$ cat src/slurm16_pkg.sv
`default_nettype none

package slurm16_pkg;

	localparam int BITS          = 16;	/* Data path width */
	localparam int ADDRESS_BITS  = 16;	/* Memory and port address width */
	localparam int REGISTER_BITS = 4;	/* Register select width */
	localparam int PC_BITS       = 15;	/* Word address, byte address appends a zero */

	/* Instruction field positions */
	localparam int OPCODE_MSB    = 15;
	localparam int OPCODE_LSB    = 12;
	localparam int FIELD_HI_MSB  = 11;	/* ALU op, condition or register */
	localparam int FIELD_HI_LSB  = 8;
	localparam int FIELD_MID_MSB = 7;
	localparam int FIELD_MID_LSB = 4;
	localparam int FIELD_LO_MSB  = 3;
	localparam int FIELD_LO_LSB  = 0;
	localparam int IMM_MSB       = 7;	/* LDI immediate and branch offset */
	localparam int IMM_LSB       = 0;
	localparam int IMM_BITS      = IMM_MSB - IMM_LSB + 1;

	/* Unlisted opcodes run as NOP */
	typedef enum logic [3:0] {
		NOP   = 4'h0,
		ALU_R = 4'h1,
		LDI   = 4'h2,
		BR    = 4'h3,
		OUT   = 4'h4,
		IN    = 4'h5,
		HALT  = 4'hf
	} opcode_t;

	typedef enum logic [3:0] {
		ADD = 4'h0,
		SUB = 4'h1,
		AND = 4'h2,
		OR  = 4'h3,
		XOR = 4'h4,
		MOV = 4'h5,
		SHL = 4'h6,	/* Destination shifted left by one */
		SHR = 4'h7	/* Destination shifted right by one, logical */
	} alu_op_t;

	typedef enum logic [3:0] {
		ALWAYS = 4'h0,
		EQ     = 4'h1,	/* Z set */
		NE     = 4'h2,
		CS     = 4'h3,	/* C set */
		CC     = 4'h4,
		MI     = 4'h5,	/* S set */
		PL     = 4'h6,
		VS     = 4'h7	/* V set */
	} cond_t;

endpackage

`default_nettype wire

$ cat src/slurm16_cpu_fetch.sv
`timescale 1ns/100ps
`default_nettype none

module slurm16_cpu_fetch import slurm16_pkg::*; #(
	parameter int QUEUE_DEPTH = 4,
	localparam int COUNT_BITS = $clog2(QUEUE_DEPTH + 1)
) (
	input  logic                      clk,
	input  logic                      rst_n,

	output logic [ADDRESS_BITS - 1:0] memory_address,
	output logic                      memory_valid,
	input  logic                      memory_ready,
	input  logic [BITS - 1:0]         memory_in,

	input  logic [COUNT_BITS - 1:0]   queue_count,
	output logic                      queue_push,
	output logic [BITS - 1:0]         queue_word_in,
	output logic [PC_BITS - 1:0]      queue_address_in,

	input  logic                      load_pc_request,
	input  logic [PC_BITS - 1:0]      load_pc_address
);

logic [PC_BITS - 1:0] pc;	/* Next word to request */
logic [PC_BITS - 1:0] req_pc;	/* Word of the request on the pins */
logic [PC_BITS - 1:0] pc_src;
logic discard;	/* In-flight response belongs to an old stream */
logic fetch_done;
logic outstanding;
logic issue;
logic [COUNT_BITS - 1:0] count_eff;
logic [COUNT_BITS:0] occupancy;

assign memory_address = {req_pc, 1'b0};
assign queue_word_in = memory_in;
assign queue_address_in = req_pc;

always_comb begin
	fetch_done = memory_valid && memory_ready;
	outstanding = memory_valid && !memory_ready;
	queue_push = fetch_done && !discard && !load_pc_request;
	count_eff = load_pc_request ? '0 : queue_count;	/* Queue is flushed this cycle */
	occupancy = {1'b0, count_eff} + {{COUNT_BITS{1'b0}}, queue_push}
		+ {{COUNT_BITS{1'b0}}, outstanding};
	issue = !outstanding && (occupancy < QUEUE_DEPTH);
	pc_src = load_pc_request ? load_pc_address : pc;
end

always_ff @(posedge clk) begin
	if (!rst_n) begin
		memory_valid <= 1'b0;
		pc <= '0;
		req_pc <= '0;
		discard <= 1'b0;
	end else begin
		if (issue) begin
			memory_valid <= 1'b1;
			req_pc <= pc_src;
			pc <= pc_src + 1'b1;
		end else begin
			if (fetch_done)
				memory_valid <= 1'b0;	/* Queue full, hold off */
			if (load_pc_request)
				pc <= load_pc_address;
		end

		if (load_pc_request && outstanding)
			discard <= 1'b1;	/* Let the pins finish, drop the word */
		else if (fetch_done)
			discard <= 1'b0;
	end
end

endmodule

`default_nettype wire

$ cat src/slurm16_cpu_instruction_queue.sv
`timescale 1ns/100ps
`default_nettype none

module slurm16_cpu_instruction_queue import slurm16_pkg::*; #(
	parameter int QUEUE_DEPTH = 4,
	localparam int COUNT_BITS = $clog2(QUEUE_DEPTH + 1)
) (
	input  logic                    clk,
	input  logic                    rst_n,

	input  logic                    queue_push,
	input  logic [BITS - 1:0]       queue_word_in,
	input  logic [PC_BITS - 1:0]    queue_address_in,
	input  logic                    queue_pop,
	input  logic                    flush,

	output logic [BITS - 1:0]       queue_word,
	output logic [PC_BITS - 1:0]    queue_address,
	output logic                    queue_empty,
	output logic [COUNT_BITS - 1:0] queue_count
);

localparam int PTR_BITS = (QUEUE_DEPTH > 1) ? $clog2(QUEUE_DEPTH) : 1;

logic [BITS - 1:0] word_mem [QUEUE_DEPTH];
logic [PC_BITS - 1:0] address_mem [QUEUE_DEPTH];
logic [PTR_BITS - 1:0] rd_ptr;
logic [PTR_BITS - 1:0] wr_ptr;
logic do_push;
logic do_pop;

/* Wraps for any depth, not only powers of two */
function automatic logic [PTR_BITS - 1:0] ptr_inc(input logic [PTR_BITS - 1:0] ptr);
	if (ptr == PTR_BITS'(QUEUE_DEPTH - 1))
		return '0;
	return ptr + 1'b1;
endfunction

assign queue_empty = (queue_count == '0);
assign do_push = queue_push && (queue_count != COUNT_BITS'(QUEUE_DEPTH));
assign do_pop = queue_pop && !queue_empty;
assign queue_word = word_mem[rd_ptr];	/* Head is visible without a pop */
assign queue_address = address_mem[rd_ptr];

always_ff @(posedge clk) begin
	if (!rst_n || flush) begin	/* Flush wins over push and pop */
		rd_ptr <= '0;
		wr_ptr <= '0;
		queue_count <= '0;
	end else begin
		if (do_push)
			wr_ptr <= ptr_inc(wr_ptr);
		if (do_pop)
			rd_ptr <= ptr_inc(rd_ptr);
		if (do_push && !do_pop)
			queue_count <= queue_count + 1'b1;
		else if (do_pop && !do_push)
			queue_count <= queue_count - 1'b1;
	end
end

always_ff @(posedge clk) begin
	if (do_push) begin
		word_mem[wr_ptr] <= queue_word_in;
		address_mem[wr_ptr] <= queue_address_in;
	end
end

endmodule

`default_nettype wire

$ cat src/slurm16_cpu_registers.sv
`timescale 1ns/100ps
`default_nettype none

module slurm16_cpu_registers import slurm16_pkg::*; (
	input  logic                       clk,
	input  logic                       rst_n,

	input  logic [REGISTER_BITS - 1:0] reg_a_sel,
	input  logic [REGISTER_BITS - 1:0] reg_b_sel,
	output logic [BITS - 1:0]          reg_a,
	output logic [BITS - 1:0]          reg_b,

	input  logic                       reg_wr,
	input  logic [REGISTER_BITS - 1:0] reg_wr_sel,
	input  logic [BITS - 1:0]          reg_wr_data
);

localparam int REGISTERS = 2 ** REGISTER_BITS;

logic [BITS - 1:0] regs [REGISTERS];

assign reg_a = regs[reg_a_sel];	/* Asynchronous reads */
assign reg_b = regs[reg_b_sel];

always_ff @(posedge clk) begin
	if (!rst_n) begin
		for (int i = 0; i < REGISTERS; i++)
			regs[i] <= '0;
	end else if (reg_wr) begin
		regs[reg_wr_sel] <= reg_wr_data;
	end
end

endmodule

`default_nettype wire

$ cat src/slurm16_cpu_alu.sv
`timescale 1ns/100ps
`default_nettype none

module slurm16_cpu_alu import slurm16_pkg::*; (
	input  logic              clk,
	input  logic              rst_n,

	input  alu_op_t           alu_op,
	input  logic [BITS - 1:0] alu_a,	/* Destination register */
	input  logic [BITS - 1:0] alu_b,	/* Source register */
	output logic [BITS - 1:0] alu_out,

	input  logic              flags_load,
	output logic              z,
	output logic              c,
	output logic              s,
	output logic              v
);

logic c_next;
logic v_next;

always_comb begin
	c_next = 1'b0;
	v_next = 1'b0;
	case (alu_op)
		ADD: begin
			{c_next, alu_out} = {1'b0, alu_a} + {1'b0, alu_b};
			v_next = (alu_a[BITS - 1] == alu_b[BITS - 1])
				&& (alu_out[BITS - 1] != alu_a[BITS - 1]);
		end
		SUB: begin
			{c_next, alu_out} = {1'b0, alu_a} - {1'b0, alu_b};	/* Carry is borrow */
			v_next = (alu_a[BITS - 1] != alu_b[BITS - 1])
				&& (alu_out[BITS - 1] != alu_a[BITS - 1]);
		end
		AND: alu_out = alu_a & alu_b;
		OR:  alu_out = alu_a | alu_b;
		XOR: alu_out = alu_a ^ alu_b;
		MOV: alu_out = alu_b;
		SHL: {c_next, alu_out} = {alu_a, 1'b0};
		SHR: {alu_out, c_next} = {1'b0, alu_a};
		default: alu_out = '0;
	endcase
end

always_ff @(posedge clk) begin
	if (!rst_n) begin
		z <= 1'b0;
		c <= 1'b0;
		s <= 1'b0;
		v <= 1'b0;
	end else if (flags_load) begin
		z <= (alu_out == '0);
		c <= c_next;
		s <= alu_out[BITS - 1];
		v <= v_next;
	end
end

endmodule

`default_nettype wire

$ cat src/slurm16_cpu_execute.sv
`timescale 1ns/100ps
`default_nettype none

module slurm16_cpu_execute import slurm16_pkg::*; (
	input  logic                       clk,
	input  logic                       rst_n,

	input  logic [BITS - 1:0]          queue_word,
	input  logic [PC_BITS - 1:0]       queue_address,
	input  logic                       queue_empty,
	output logic                       queue_pop,

	output logic [REGISTER_BITS - 1:0] reg_a_sel,
	output logic [REGISTER_BITS - 1:0] reg_b_sel,
	input  logic [BITS - 1:0]          reg_a,
	input  logic [BITS - 1:0]          reg_b,
	output logic                       reg_wr,
	output logic [REGISTER_BITS - 1:0] reg_wr_sel,
	output logic [BITS - 1:0]          reg_wr_data,

	output alu_op_t                    alu_op,
	output logic [BITS - 1:0]          alu_a,
	output logic [BITS - 1:0]          alu_b,
	input  logic [BITS - 1:0]          alu_out,
	output logic                       flags_load,
	input  logic                       z,
	input  logic                       c,
	input  logic                       s,
	input  logic                       v,

	output logic                       load_pc_request,
	output logic [PC_BITS - 1:0]       load_pc_address,

	output logic [ADDRESS_BITS - 1:0]  port_address,
	output logic [BITS - 1:0]          port_out,
	output logic                       port_rd,
	output logic                       port_wr,
	input  logic [BITS - 1:0]          port_in,

	output logic                       halted
);

typedef enum logic [1:0] {
	RUN,
	IN_WAIT,	/* Port data arrives this cycle */
	HALTED
} state_t;

state_t state;
state_t state_next;
opcode_t opcode;
cond_t cond;
logic [REGISTER_BITS - 1:0] field_hi;
logic [REGISTER_BITS - 1:0] field_mid;
logic [REGISTER_BITS - 1:0] field_lo;
logic [IMM_BITS - 1:0] imm;
logic active;
logic cond_pass;

assign opcode = opcode_t'(queue_word[OPCODE_MSB:OPCODE_LSB]);
assign cond = cond_t'(queue_word[FIELD_HI_MSB:FIELD_HI_LSB]);
assign field_hi = queue_word[FIELD_HI_MSB:FIELD_HI_LSB];
assign field_mid = queue_word[FIELD_MID_MSB:FIELD_MID_LSB];
assign field_lo = queue_word[FIELD_LO_MSB:FIELD_LO_LSB];
assign imm = queue_word[IMM_MSB:IMM_LSB];
assign active = (state == RUN) && !queue_empty;

/* OUT takes the port address from bits 11:8, everything else reads bits 7:4 first */
assign reg_a_sel = (opcode == OUT) ? field_hi : field_mid;
assign reg_b_sel = (opcode == OUT) ? field_mid : field_lo;
assign alu_op = alu_op_t'(field_hi);
assign alu_a = reg_a;
assign alu_b = reg_b;
assign port_address = reg_a;
assign port_out = reg_b;
assign load_pc_address = queue_address + {{(PC_BITS - IMM_BITS){imm[IMM_BITS - 1]}}, imm};
assign halted = (state == HALTED);

always_comb begin
	case (cond)
		ALWAYS:  cond_pass = 1'b1;
		EQ:      cond_pass = z;
		NE:      cond_pass = !z;
		CS:      cond_pass = c;
		CC:      cond_pass = !c;
		MI:      cond_pass = s;
		PL:      cond_pass = !s;
		VS:      cond_pass = v;
		default: cond_pass = 1'b0;
	endcase
end

always_comb begin
	queue_pop = 1'b0;
	reg_wr = 1'b0;
	reg_wr_sel = field_hi;
	reg_wr_data = alu_out;
	flags_load = 1'b0;
	load_pc_request = 1'b0;
	port_rd = 1'b0;
	port_wr = 1'b0;
	state_next = state;

	if (state == IN_WAIT) begin
		reg_wr = 1'b1;
		reg_wr_data = port_in;
		queue_pop = 1'b1;	/* IN retires now */
		state_next = RUN;
	end else if (active) begin
		case (opcode)
			ALU_R: begin
				queue_pop = 1'b1;
				reg_wr = 1'b1;
				reg_wr_sel = field_mid;
				flags_load = 1'b1;
			end
			LDI: begin
				queue_pop = 1'b1;
				reg_wr = 1'b1;
				reg_wr_data = {{(BITS - IMM_BITS){1'b0}}, imm};
			end
			BR: begin
				queue_pop = 1'b1;
				load_pc_request = cond_pass;	/* Also flushes the queue */
			end
			OUT: begin
				queue_pop = 1'b1;
				port_wr = 1'b1;
			end
			IN: begin
				port_rd = 1'b1;	/* Word stays at the head one more cycle */
				state_next = IN_WAIT;
			end
			HALT: state_next = HALTED;
			default: queue_pop = 1'b1;
		endcase
	end
end

always_ff @(posedge clk) begin
	if (!rst_n)
		state <= RUN;
	else
		state <= state_next;
end

endmodule

`default_nettype wire

$ cat src/slurm16_cpu_top.sv
`timescale 1ns/100ps
`default_nettype none

module slurm16_cpu_top import slurm16_pkg::*; #(
	parameter int QUEUE_DEPTH = 4
) (
	input  logic                      clk,
	input  logic                      rst_n,

	output logic [ADDRESS_BITS - 1:0] memory_address,
	output logic                      memory_valid,	/* Held until memory_ready */
	input  logic                      memory_ready,
	input  logic [BITS - 1:0]         memory_in,

	output logic [ADDRESS_BITS - 1:0] port_address,
	output logic [BITS - 1:0]         port_out,
	input  logic [BITS - 1:0]         port_in,
	output logic                      port_rd,
	output logic                      port_wr,

	output logic                      halted
);

localparam int COUNT_BITS = $clog2(QUEUE_DEPTH + 1);

logic [COUNT_BITS - 1:0] queue_count;
logic queue_push;
logic [BITS - 1:0] queue_word_in;
logic [PC_BITS - 1:0] queue_address_in;
logic queue_pop;
logic [BITS - 1:0] queue_word;
logic [PC_BITS - 1:0] queue_address;
logic queue_empty;

logic load_pc_request;
logic [PC_BITS - 1:0] load_pc_address;

logic [REGISTER_BITS - 1:0] reg_a_sel;
logic [REGISTER_BITS - 1:0] reg_b_sel;
logic [BITS - 1:0] reg_a;
logic [BITS - 1:0] reg_b;
logic reg_wr;
logic [REGISTER_BITS - 1:0] reg_wr_sel;
logic [BITS - 1:0] reg_wr_data;

alu_op_t alu_op;
logic [BITS - 1:0] alu_a;
logic [BITS - 1:0] alu_b;
logic [BITS - 1:0] alu_out;
logic flags_load;
logic z;
logic c;
logic s;
logic v;

slurm16_cpu_fetch #(.QUEUE_DEPTH(QUEUE_DEPTH)) fetch0 (
	.clk(clk), .rst_n(rst_n),
	.memory_address(memory_address), .memory_valid(memory_valid),
	.memory_ready(memory_ready), .memory_in(memory_in),
	.queue_count(queue_count), .queue_push(queue_push),
	.queue_word_in(queue_word_in), .queue_address_in(queue_address_in),
	.load_pc_request(load_pc_request), .load_pc_address(load_pc_address)
);

slurm16_cpu_instruction_queue #(.QUEUE_DEPTH(QUEUE_DEPTH)) queue0 (
	.clk(clk), .rst_n(rst_n),
	.queue_push(queue_push), .queue_word_in(queue_word_in),
	.queue_address_in(queue_address_in), .queue_pop(queue_pop),
	.flush(load_pc_request),	/* Taken branch empties the queue */
	.queue_word(queue_word), .queue_address(queue_address),
	.queue_empty(queue_empty), .queue_count(queue_count)
);

slurm16_cpu_execute exec0 (
	.clk(clk), .rst_n(rst_n),
	.queue_word(queue_word), .queue_address(queue_address),
	.queue_empty(queue_empty), .queue_pop(queue_pop),
	.reg_a_sel(reg_a_sel), .reg_b_sel(reg_b_sel), .reg_a(reg_a), .reg_b(reg_b),
	.reg_wr(reg_wr), .reg_wr_sel(reg_wr_sel), .reg_wr_data(reg_wr_data),
	.alu_op(alu_op), .alu_a(alu_a), .alu_b(alu_b), .alu_out(alu_out),
	.flags_load(flags_load), .z(z), .c(c), .s(s), .v(v),
	.load_pc_request(load_pc_request), .load_pc_address(load_pc_address),
	.port_address(port_address), .port_out(port_out),
	.port_rd(port_rd), .port_wr(port_wr), .port_in(port_in),
	.halted(halted)
);

slurm16_cpu_registers reg0 (
	.clk(clk), .rst_n(rst_n),
	.reg_a_sel(reg_a_sel), .reg_b_sel(reg_b_sel), .reg_a(reg_a), .reg_b(reg_b),
	.reg_wr(reg_wr), .reg_wr_sel(reg_wr_sel), .reg_wr_data(reg_wr_data)
);

slurm16_cpu_alu alu0 (
	.clk(clk), .rst_n(rst_n),
	.alu_op(alu_op), .alu_a(alu_a), .alu_b(alu_b), .alu_out(alu_out),
	.flags_load(flags_load), .z(z), .c(c), .s(s), .v(v)
);

endmodule

`default_nettype wire

$ cat config.mk
export PLATFORM = sky130hd
export DESIGN_NAME = slurm16_cpu_top
export DESIGN_NICKNAME = d
export VERILOG_FILES = /design/src/slurm16_pkg.sv /design/src/slurm16_cpu_fetch.sv /design/src/slurm16_cpu_instruction_queue.sv /design/src/slurm16_cpu_registers.sv /design/src/slurm16_cpu_alu.sv /design/src/slurm16_cpu_execute.sv /design/src/slurm16_cpu_top.sv
export SDC_FILE = /design/constraint.sdc
export NUM_CORES = 1
export LEC_CHECK = 0
export BUFFER_PORTS_ARGS = -buffer_cell sky130_fd_sc_hd__clkbuf_2
export CORE_AREA = 2 2 246 248
export CTS_BUF_LIST = sky130_fd_sc_hd__clkbuf_16
export DETAILED_ROUTE_END_ITERATION = 10
export DIE_AREA = 0 0 248 250
export SLEW_MARGIN = 20
export SYNTH_ARGS = -nofsm -noshare
export SYNTH_HDL_FRONTEND = slang
export SYNTH_SLANG_ARGS = --single-unit
export TNS_END_PERCENT = 50
$ cat constraint.sdc
create_clock -name clk -period 7.04 [get_ports clk]
set_input_delay 0.704 -clock clk [delete_from_list [all_inputs] [get_ports clk]]
set_output_delay 0.704 -clock clk [all_outputs]
set_load 0.005 [all_outputs]
==> metrics.cfg, run 1 <==
[clock_network]
clockRootBuffer=clkbuf_16
cts-hold-fix-buffers=0
worst_setup_hold_path_clk_slew_ns=0.06
cts_inserted_buffers=47
cts.path.max_buffers=3
htree_levels=2
numClockSinks=427
clock_latency_ns=0.61
cts_tree=built

[yosys]
async_reset_ff_share_pct=0
synth_ff_type=edfxtp_1
synth.top_cells.by_count=nand2_1 (473), nor2_1 (406), edfxtp_1 (380), mux2i_1 (138), clkbuf_1 (108)
netlist_instances=2510
synthMostInstantiatedCell=nand2_1
ff_latch_count_synth=427
synth-seq-area-share_pct=50.13
ys.warnings.count=0
synth_cell_area_mm2=0.02464
mappedNetlistNets=2612
syn_avg_cell_area_um2=9.817
synth_largest_area_cell=edfxtp_1
cell_types_with_the_largest_area_share_after_synthesis=edfxtp_1 (46%), nand2_1 (7.2%), nor2_1 (6.2%), mux2i_1 (5.6%), dfxtp_1 (3.8%)
synthDominantCellAreaShare_pct=46.31
yosys.cell_types.count=83
number_of_synthesized_flops_with_an_enable_pin=380

[critical_path]
setup.worst_path.class=reg -> reg
setup.worst_path.end_class=flop
start_kind=flop
cp_max_fo=21
worst-r2r-setup-slack_ns=0.28
cp_data_arrival_time_ns=7.07
cp.required_ns=7.35

[global_routing]
wire_length_of_the_first_global_routing_pass_um=137300
grt_antenna_before_repair=3
first_global_vias=20755
groute.usage.overall_pct=30.30
grt_start_max_net_pins=39
grt_overflow=0

[sta]
slew_violations=0
grt_setup_unrepaired=no
period_needed_ns=6.756
timing.clock.skew_ns=0.02418
report.final.setup_viol=0
tightest_slew_ns=1.186
fmax_ghz=0.1480
timing.final.ws_setup_ns=0.2843
fin_crit_sh_pct=95.96
final_hold_viol_count=0
slew_headroom_pct=20.76

[floorplanning]
die_area_mm2=0.06200
start_util_pct=41.37
core_mm2=0.05957
ioPinCount=87
die_y_um=250
die-width_um=248
core_rows=90

[placed_design]
portBuffers=85
dp_worst_setup_slack_ns=-0.02514
detailedPlacementHpwl_um=67690
dp_cells=3405
finalWeightedCongestion=1.043

[status]
outcome=completed

[route]
postRouteWirelength_um=94500
via_per_inst=6.096
routed_wire_length_per_instance_um=27.03
num_vias=21312
drt-initial-drc-count=2575
ant_nets=0
drt_drc_violations_left=0
detailed_routing_iteration_count_for_the_pre_antenna_repair_pass=7

[hold_path]
worstHoldPathType=in -> reg

[job]
drv.max_cap_violation_count=0

[layout]
stdcell_count=3496
syn_to_final_growth_pct=16.38
fin_util_pct=48.14
drive_above_1_share_pct=16.33
final_net_count=2777

==> cell usage in the layout, fill, tap and decap left out, drive strengths merged, types with 13 or more instances in the layout <==
cell type,synthesis,final
nand3,58,58
nand2,473,473
ha,63,63
xor2,14,14
a311oi,19,19
edfxtp,380,380
o21ai,72,72
nor3,39,39
mux4,40,40
inv,71,81
mux2i,139,139
clkinv,1,27
nand2b,30,30
o22ai,13,13
o221ai,16,16
a31oi,47,47
a21oi,94,94
clkbuf,108,132
dfxtp,47,47
mux2,16,17
and3,60,60
xnor2,16,16
nand4,16,16
buf,53,191
a22oi,15,15
a211oi,19,19
nor2,408,408
==> sequential cells by signal, summed over array words and instances (netlist names), 3 cells and up, named ones only <==
name                     cells
reg0.regs                  256
queue0.word_mem             64
queue0.address_mem          60
fetch0.pc                   15
fetch0.queue_address_in     15
queue0.queue_count           3
==> final cells by class <==
class | count | area, um^2
antenna | 1 | 2.502
clock buffer | 47 | 1176
clock inverter | 40 | 261.5
fill | 5477 | 30890
inverter | 72 | 270.3
multi-input combinational | 1851 | 11530
sequential | 427 | 12350
tap | 782 | 978.4
timing repair buffer | 276 | 2100
==> metal layers <==
| layer | vias up | wire, um | GRT usage (%) |
|---|---|---|---|
| met4 | 2 | 5063 | 14.41 |
| met3 | 236 | 9103 | 6.506 |
| met2 | 1191 | 42510 | 46.80 |
| met1 | 10450 | 37810 | 40.43 |
| met5 | - | 13 | 0 |
| li1 | 9433 | - | - |
==> final timing paths <==
kind,endpoint,startpoint,depth (start not counted)
worst max-delay path,reg0.regs[2][15]$_SDFFCE_PN0P_,flop,22
worst min-delay path,queue0.word_mem[2][7]$_DFFE_PP_,memory_in[7],1
worst max register to register,reg0.regs[2][15]$_SDFFCE_PN0P_,flop,22
worst min register to register,flop,queue0.rd_ptr[0]$_SDFFE_PP0P_,2
==> cell families (layout without fill, tap and decap cells) <==
| logic type | after synthesis | count (layout) | synth area share (%) |
|---|---|---|---|
| fa+ha+maj | 67 | 67 | 3.524 |
| buf+inv | 233 | 435 | 3.864 |
| simple gates | 1142 | 1142 | 19.80 |
| flops | 427 | 427 | 50.13 |
| xor+xnor | 30 | 30 | 1.066 |
| mux | 195 | 196 | 10.06 |
| compound gates | 415 | 415 | 11.54 |
| other cells | 1 | 2 | 0.01522 |
==> worst max-delay path, cell delays in order, from the launching register on <==
cell and delay [ns]:
dfxtp_2 0.40, mux4_2 0.58, or4b_4 0.63, mux2_2 0.51, buf_4 0.37, nor3_1 0.12, a2111oi_1 0.73, buf_4 0.24
nor4_4 0.04, buf_4 0.17, ha_1 0.33, buf_4 0.14, o21bai_1 0.13, o31ai_2 0.16, a221oi_4 0.33, buf_4 0.22
nor4_1 0.07, or2_1 0.25, a211oi_1 0.39, a21oi_2 0.17, a22oi_2 0.22, buf_12 0.20, nor2_1 0.05
==> through the flow <==
step | area (um^2) | TNS, ns | hold WS, ns
finish | 28680 | 0 | 0.3099
global placement | 27130 | 0 | 0.4830
detailed placement | 27140 | -0.1609 | 0.5044
CTS | 28590 | 0 | 0.2915
global route | 28680 | 0 | 0.3038
floorplan | 24670 | 0 | 0.4634
==> timing repair <==
item / 4_1_cts / 5_1_grt
pin swaps: 0 / 1
endpoints found under the hold margin: 0 / 0
gates resized for setup: 3 / 13
endpoints found under the setup margin: 31 / 162
setup buffers: 0 / 2
cloned: 0 / 1
Power of run 1 is left out: the tool's default activity adds up to more than one toggle a clock period on the data nets, which glitch-free logic cannot reach.
==> run 2: changes to the inputs <==
Clock period 7.04 ns to 7.95 ns, I/O delays scaled along.
==> metrics.cfg, run 2 (synthesis gave the netlist of run 1 again) <==
[clock_network]
clock_latency_ns=0.60  ; was 0.61 ns
htree_levels=2  ; unchanged
worst_setup_hold_path_clk_slew_ns=0.06  ; about the same
clockRootBuffer=clkbuf_16  ; unchanged
cts_tree=built  ; unchanged
numClockSinks=427  ; unchanged
cts_inserted_buffers=48  ; was 47
cts.path.max_buffers=3  ; unchanged

[critical_path]
worst-r2r-setup-slack_ns=0.51  ; was 0.28 ns
cp.required_ns=8.49  ; was 7.35 ns
cp_max_fo=22  ; was 21
setup.worst_path.class=reg -> reg  ; unchanged
cp.buffers_inverters=4  ; was 6
start_kind=flop  ; unchanged
ff2ff_path_depth=22  ; unchanged
setup.worst_path.end_class=flop  ; unchanged
crit_path_cell_trace=buf_4 > mux4_2 > or4b_4 > buf_4 > mux2i_4 > buf_4 > buf_4 > nand2_1 > a32o_1 > a221o_1 > a21oi_1 > ha_1 > nand2_1 > o21ai_0 > a31o_2 > a31oi_1 > nand2_1 > xor2_1 > a221o_1 > a211o_1 > nor4_1 > a32o_1  ; was mux4_2 > or4b_4 > mux2_2 > buf_4 > nor3_1 > a2111oi_1 > buf_4 > nor4_4 > buf_4 > ha_1 > buf_4 > o21bai_1 > o31ai_2 > a221oi_4 > buf_4 > nor4_1 > or2_1 > a211oi_1 > a21oi_2 > a22oi_2 > buf_12 > nor2_1
cp_data_arrival_time_ns=7.99  ; was 7.07 ns
path_delay_family=compound AO/OA/AOI/OAI gates  ; unchanged
worst_path_max_delay_cell=a21oi_1  ; was a2111oi_1
worst_path_largest_cell_delay_ns=0.65  ; was 0.73 ns
r2r_end=alu0.z$_SDFFE_PN0P_  ; was reg0.regs[2][15]$_SDFFCE_PN0P_
timing.critical_path.mode_cell=buf_4  ; unchanged

[placed_design]
finalWeightedCongestion=0.9697  ; was 1.043
detailedPlacementHpwl_um=61870  ; was 67,690 um
portBuffers=85  ; unchanged

[route]
drt-initial-drc-count=2378  ; was 2,575
num_vias=20816  ; was 21,312
ant_nets=0  ; unchanged
postRouteWirelength_um=89390  ; was 94,500 um
drt_drc_violations_left=0  ; unchanged
routed_wire_length_per_instance_um=26.28  ; was 27.03 um
detailed_routing_iteration_count_for_the_pre_antenna_repair_pass=6  ; was 7
via_per_inst=6.119  ; was 6.096

[floorplanning]
ioPinCount=87  ; unchanged
core_mm2=0.05957  ; unchanged
die_area_mm2=0.06200  ; unchanged
start_util_pct=41.37  ; unchanged
die_y_um=250  ; unchanged
die-width_um=248  ; unchanged
core_rows=90  ; unchanged

[layout]
regMostFlops=reg0.regs  ; unchanged
mostFrequentLayoutCell=nand2_1  ; unchanged
final_cell_mix=nand2_1 (472), nor2_1 (406), edfxtp_1 (380), mux2i_1 (130), buf_4 (93)  ; was nand2_1 (471), nor2_1 (406), edfxtp_1 (380), buf_4 (169), mux2i_1 (128)
syn_to_final_growth_pct=12.84  ; was 16.38%
drive_above_1_share_pct=13.21  ; was 16.33%
antenna_cells=0  ; was 1
largest_reg_flops=256  ; unchanged
largest_registers=reg0.regs: 256 flops, queue0.word_mem: 64 flops, queue0.address_mem: 60 flops  ; unchanged
layout_fillers=5554  ; was 5,477
final_net_count=2683  ; was 2,777
area_of_combinational_cells_with_multiple_inputs_mm2=0.01152  ; was 0.01153 mm^2
register_area_mm2=0.01235  ; unchanged

[global_routing]
grt_overflow=0  ; unchanged
global_route_layer_with_the_greatest_usage=met2  ; unchanged
met1_usage_pct=38.74  ; was 40.43%
gr-usage-met2_pct=44.76  ; was 46.80%
grt_antenna_before_repair=2  ; was 3
gr-usage-met3_pct=4.699  ; was 6.506%
grt_start_max_net_pins=48  ; was 39
wire_length_of_the_first_global_routing_pass_um=131300  ; was 137,300 um
groute.usage.overall_pct=28.56  ; was 30.30%
first_global_vias=20126  ; was 20,755

[sta]
slew_headroom_pct=21.64  ; was 20.76%
timing.clock.skew_ns=0.01835  ; was 0.02418 ns
fin_crit_sh_pct=93.62  ; was 95.96%
slew_violations=0  ; unchanged
period_needed_ns=7.443  ; was 6.756 ns
final_hold_viol_count=0  ; unchanged
tightest_slew_ns=1.173  ; was 1.186 ns
grt_setup_unrepaired=no  ; unchanged
fmax_ghz=0.1344  ; was 0.1480 GHz
report.final.setup_viol=0  ; unchanged
setup-tns-final_ns=0  ; unchanged

[hold_path]
worstHoldPathType=in -> reg  ; unchanged
hold-path-cell-count=1  ; unchanged
hold_start=memory_in[4]  ; was memory_in[7]
min_to=queue0.word_mem[3][4]$_DFFE_PP_  ; was queue0.word_mem[2][7]$_DFFE_PP_

[status]
outcome=completed  ; unchanged

[job]
drv.max_cap_violation_count=0  ; unchanged

-- run 2: cell count changes in the layout (fill, tap and decap cells not counted), moves of 4 or more --
cell      change
buf_6         -4
inv_1         +4
inv_6         +4
buf_12       -15
buf_4        -76
clkinv_1      -7
-- run 2: how the worst max path moves through the flow --
stage | slack [ns] | cells past startpoint | startpoint | end
2_1_floorplan | 0.54 | 33 | flop | reg0.regs[12][14]$_SDFFCE_PN0P_
3_3_place_gp | 0.31 | 25 | flop | alu0.z$_SDFFE_PN0P_
3_5_place_dp | 0.37 | 23 | flop | reg0.regs[2][13]$_SDFFCE_PN0P_
4_1_cts | 0.32 | 26 | flop | reg0.regs[1][14]$_SDFFCE_PN0P_
5_1_grt | 0.20 | 23 | flop | reg0.regs[1][13]$_SDFFCE_PN0P_
6_report | 0.51 | 22 | flop | alu0.z$_SDFFE_PN0P_
-- run 2: what timing repair did --
item,in CTS,in global routing
hold buffers,0,0
gates resized for setup,0,7
buffers inserted,0,0
setup endpoints to repair,0,36
-- run 2: metal layers --
layer	share of wire (%)	up-vias	wire length (um)
met3	8.9	229	7930
li1	-	9239	-
met1	40	10177	35910
met2	46	1167	41020
met4	5.1	4	4518
met5	0.026	-	23
-- run 2: cell type report --
class                   instances  area share [%]
flip-flops and latches        427           44.43
clock buffers                  49           4.410
clock inverters                40          0.9855
well taps                     782           3.519
multi-input cells            1851           41.43
inverters                      72          0.9720
repair buffers                181           4.257
-- run 2: stage by stage --
step                      cells  utilization, %  hold WS [ns]  setup WS, ns  instance area [um^2]
after global placement     3312           44.07        0.4908        0.3117                 26250
final                      3402           46.68        0.4227        0.5068                 27810
after CTS                  3401           46.58        0.3988        0.3225                 27750
after floorplan            2510               -        0.4634        0.5401                 24640
after detailed placement   3312           44.07        0.4942        0.3718                 26250
after global routing       3402           46.68        0.4146        0.1956                 27810
Power of run 2 is left out for the same reason.
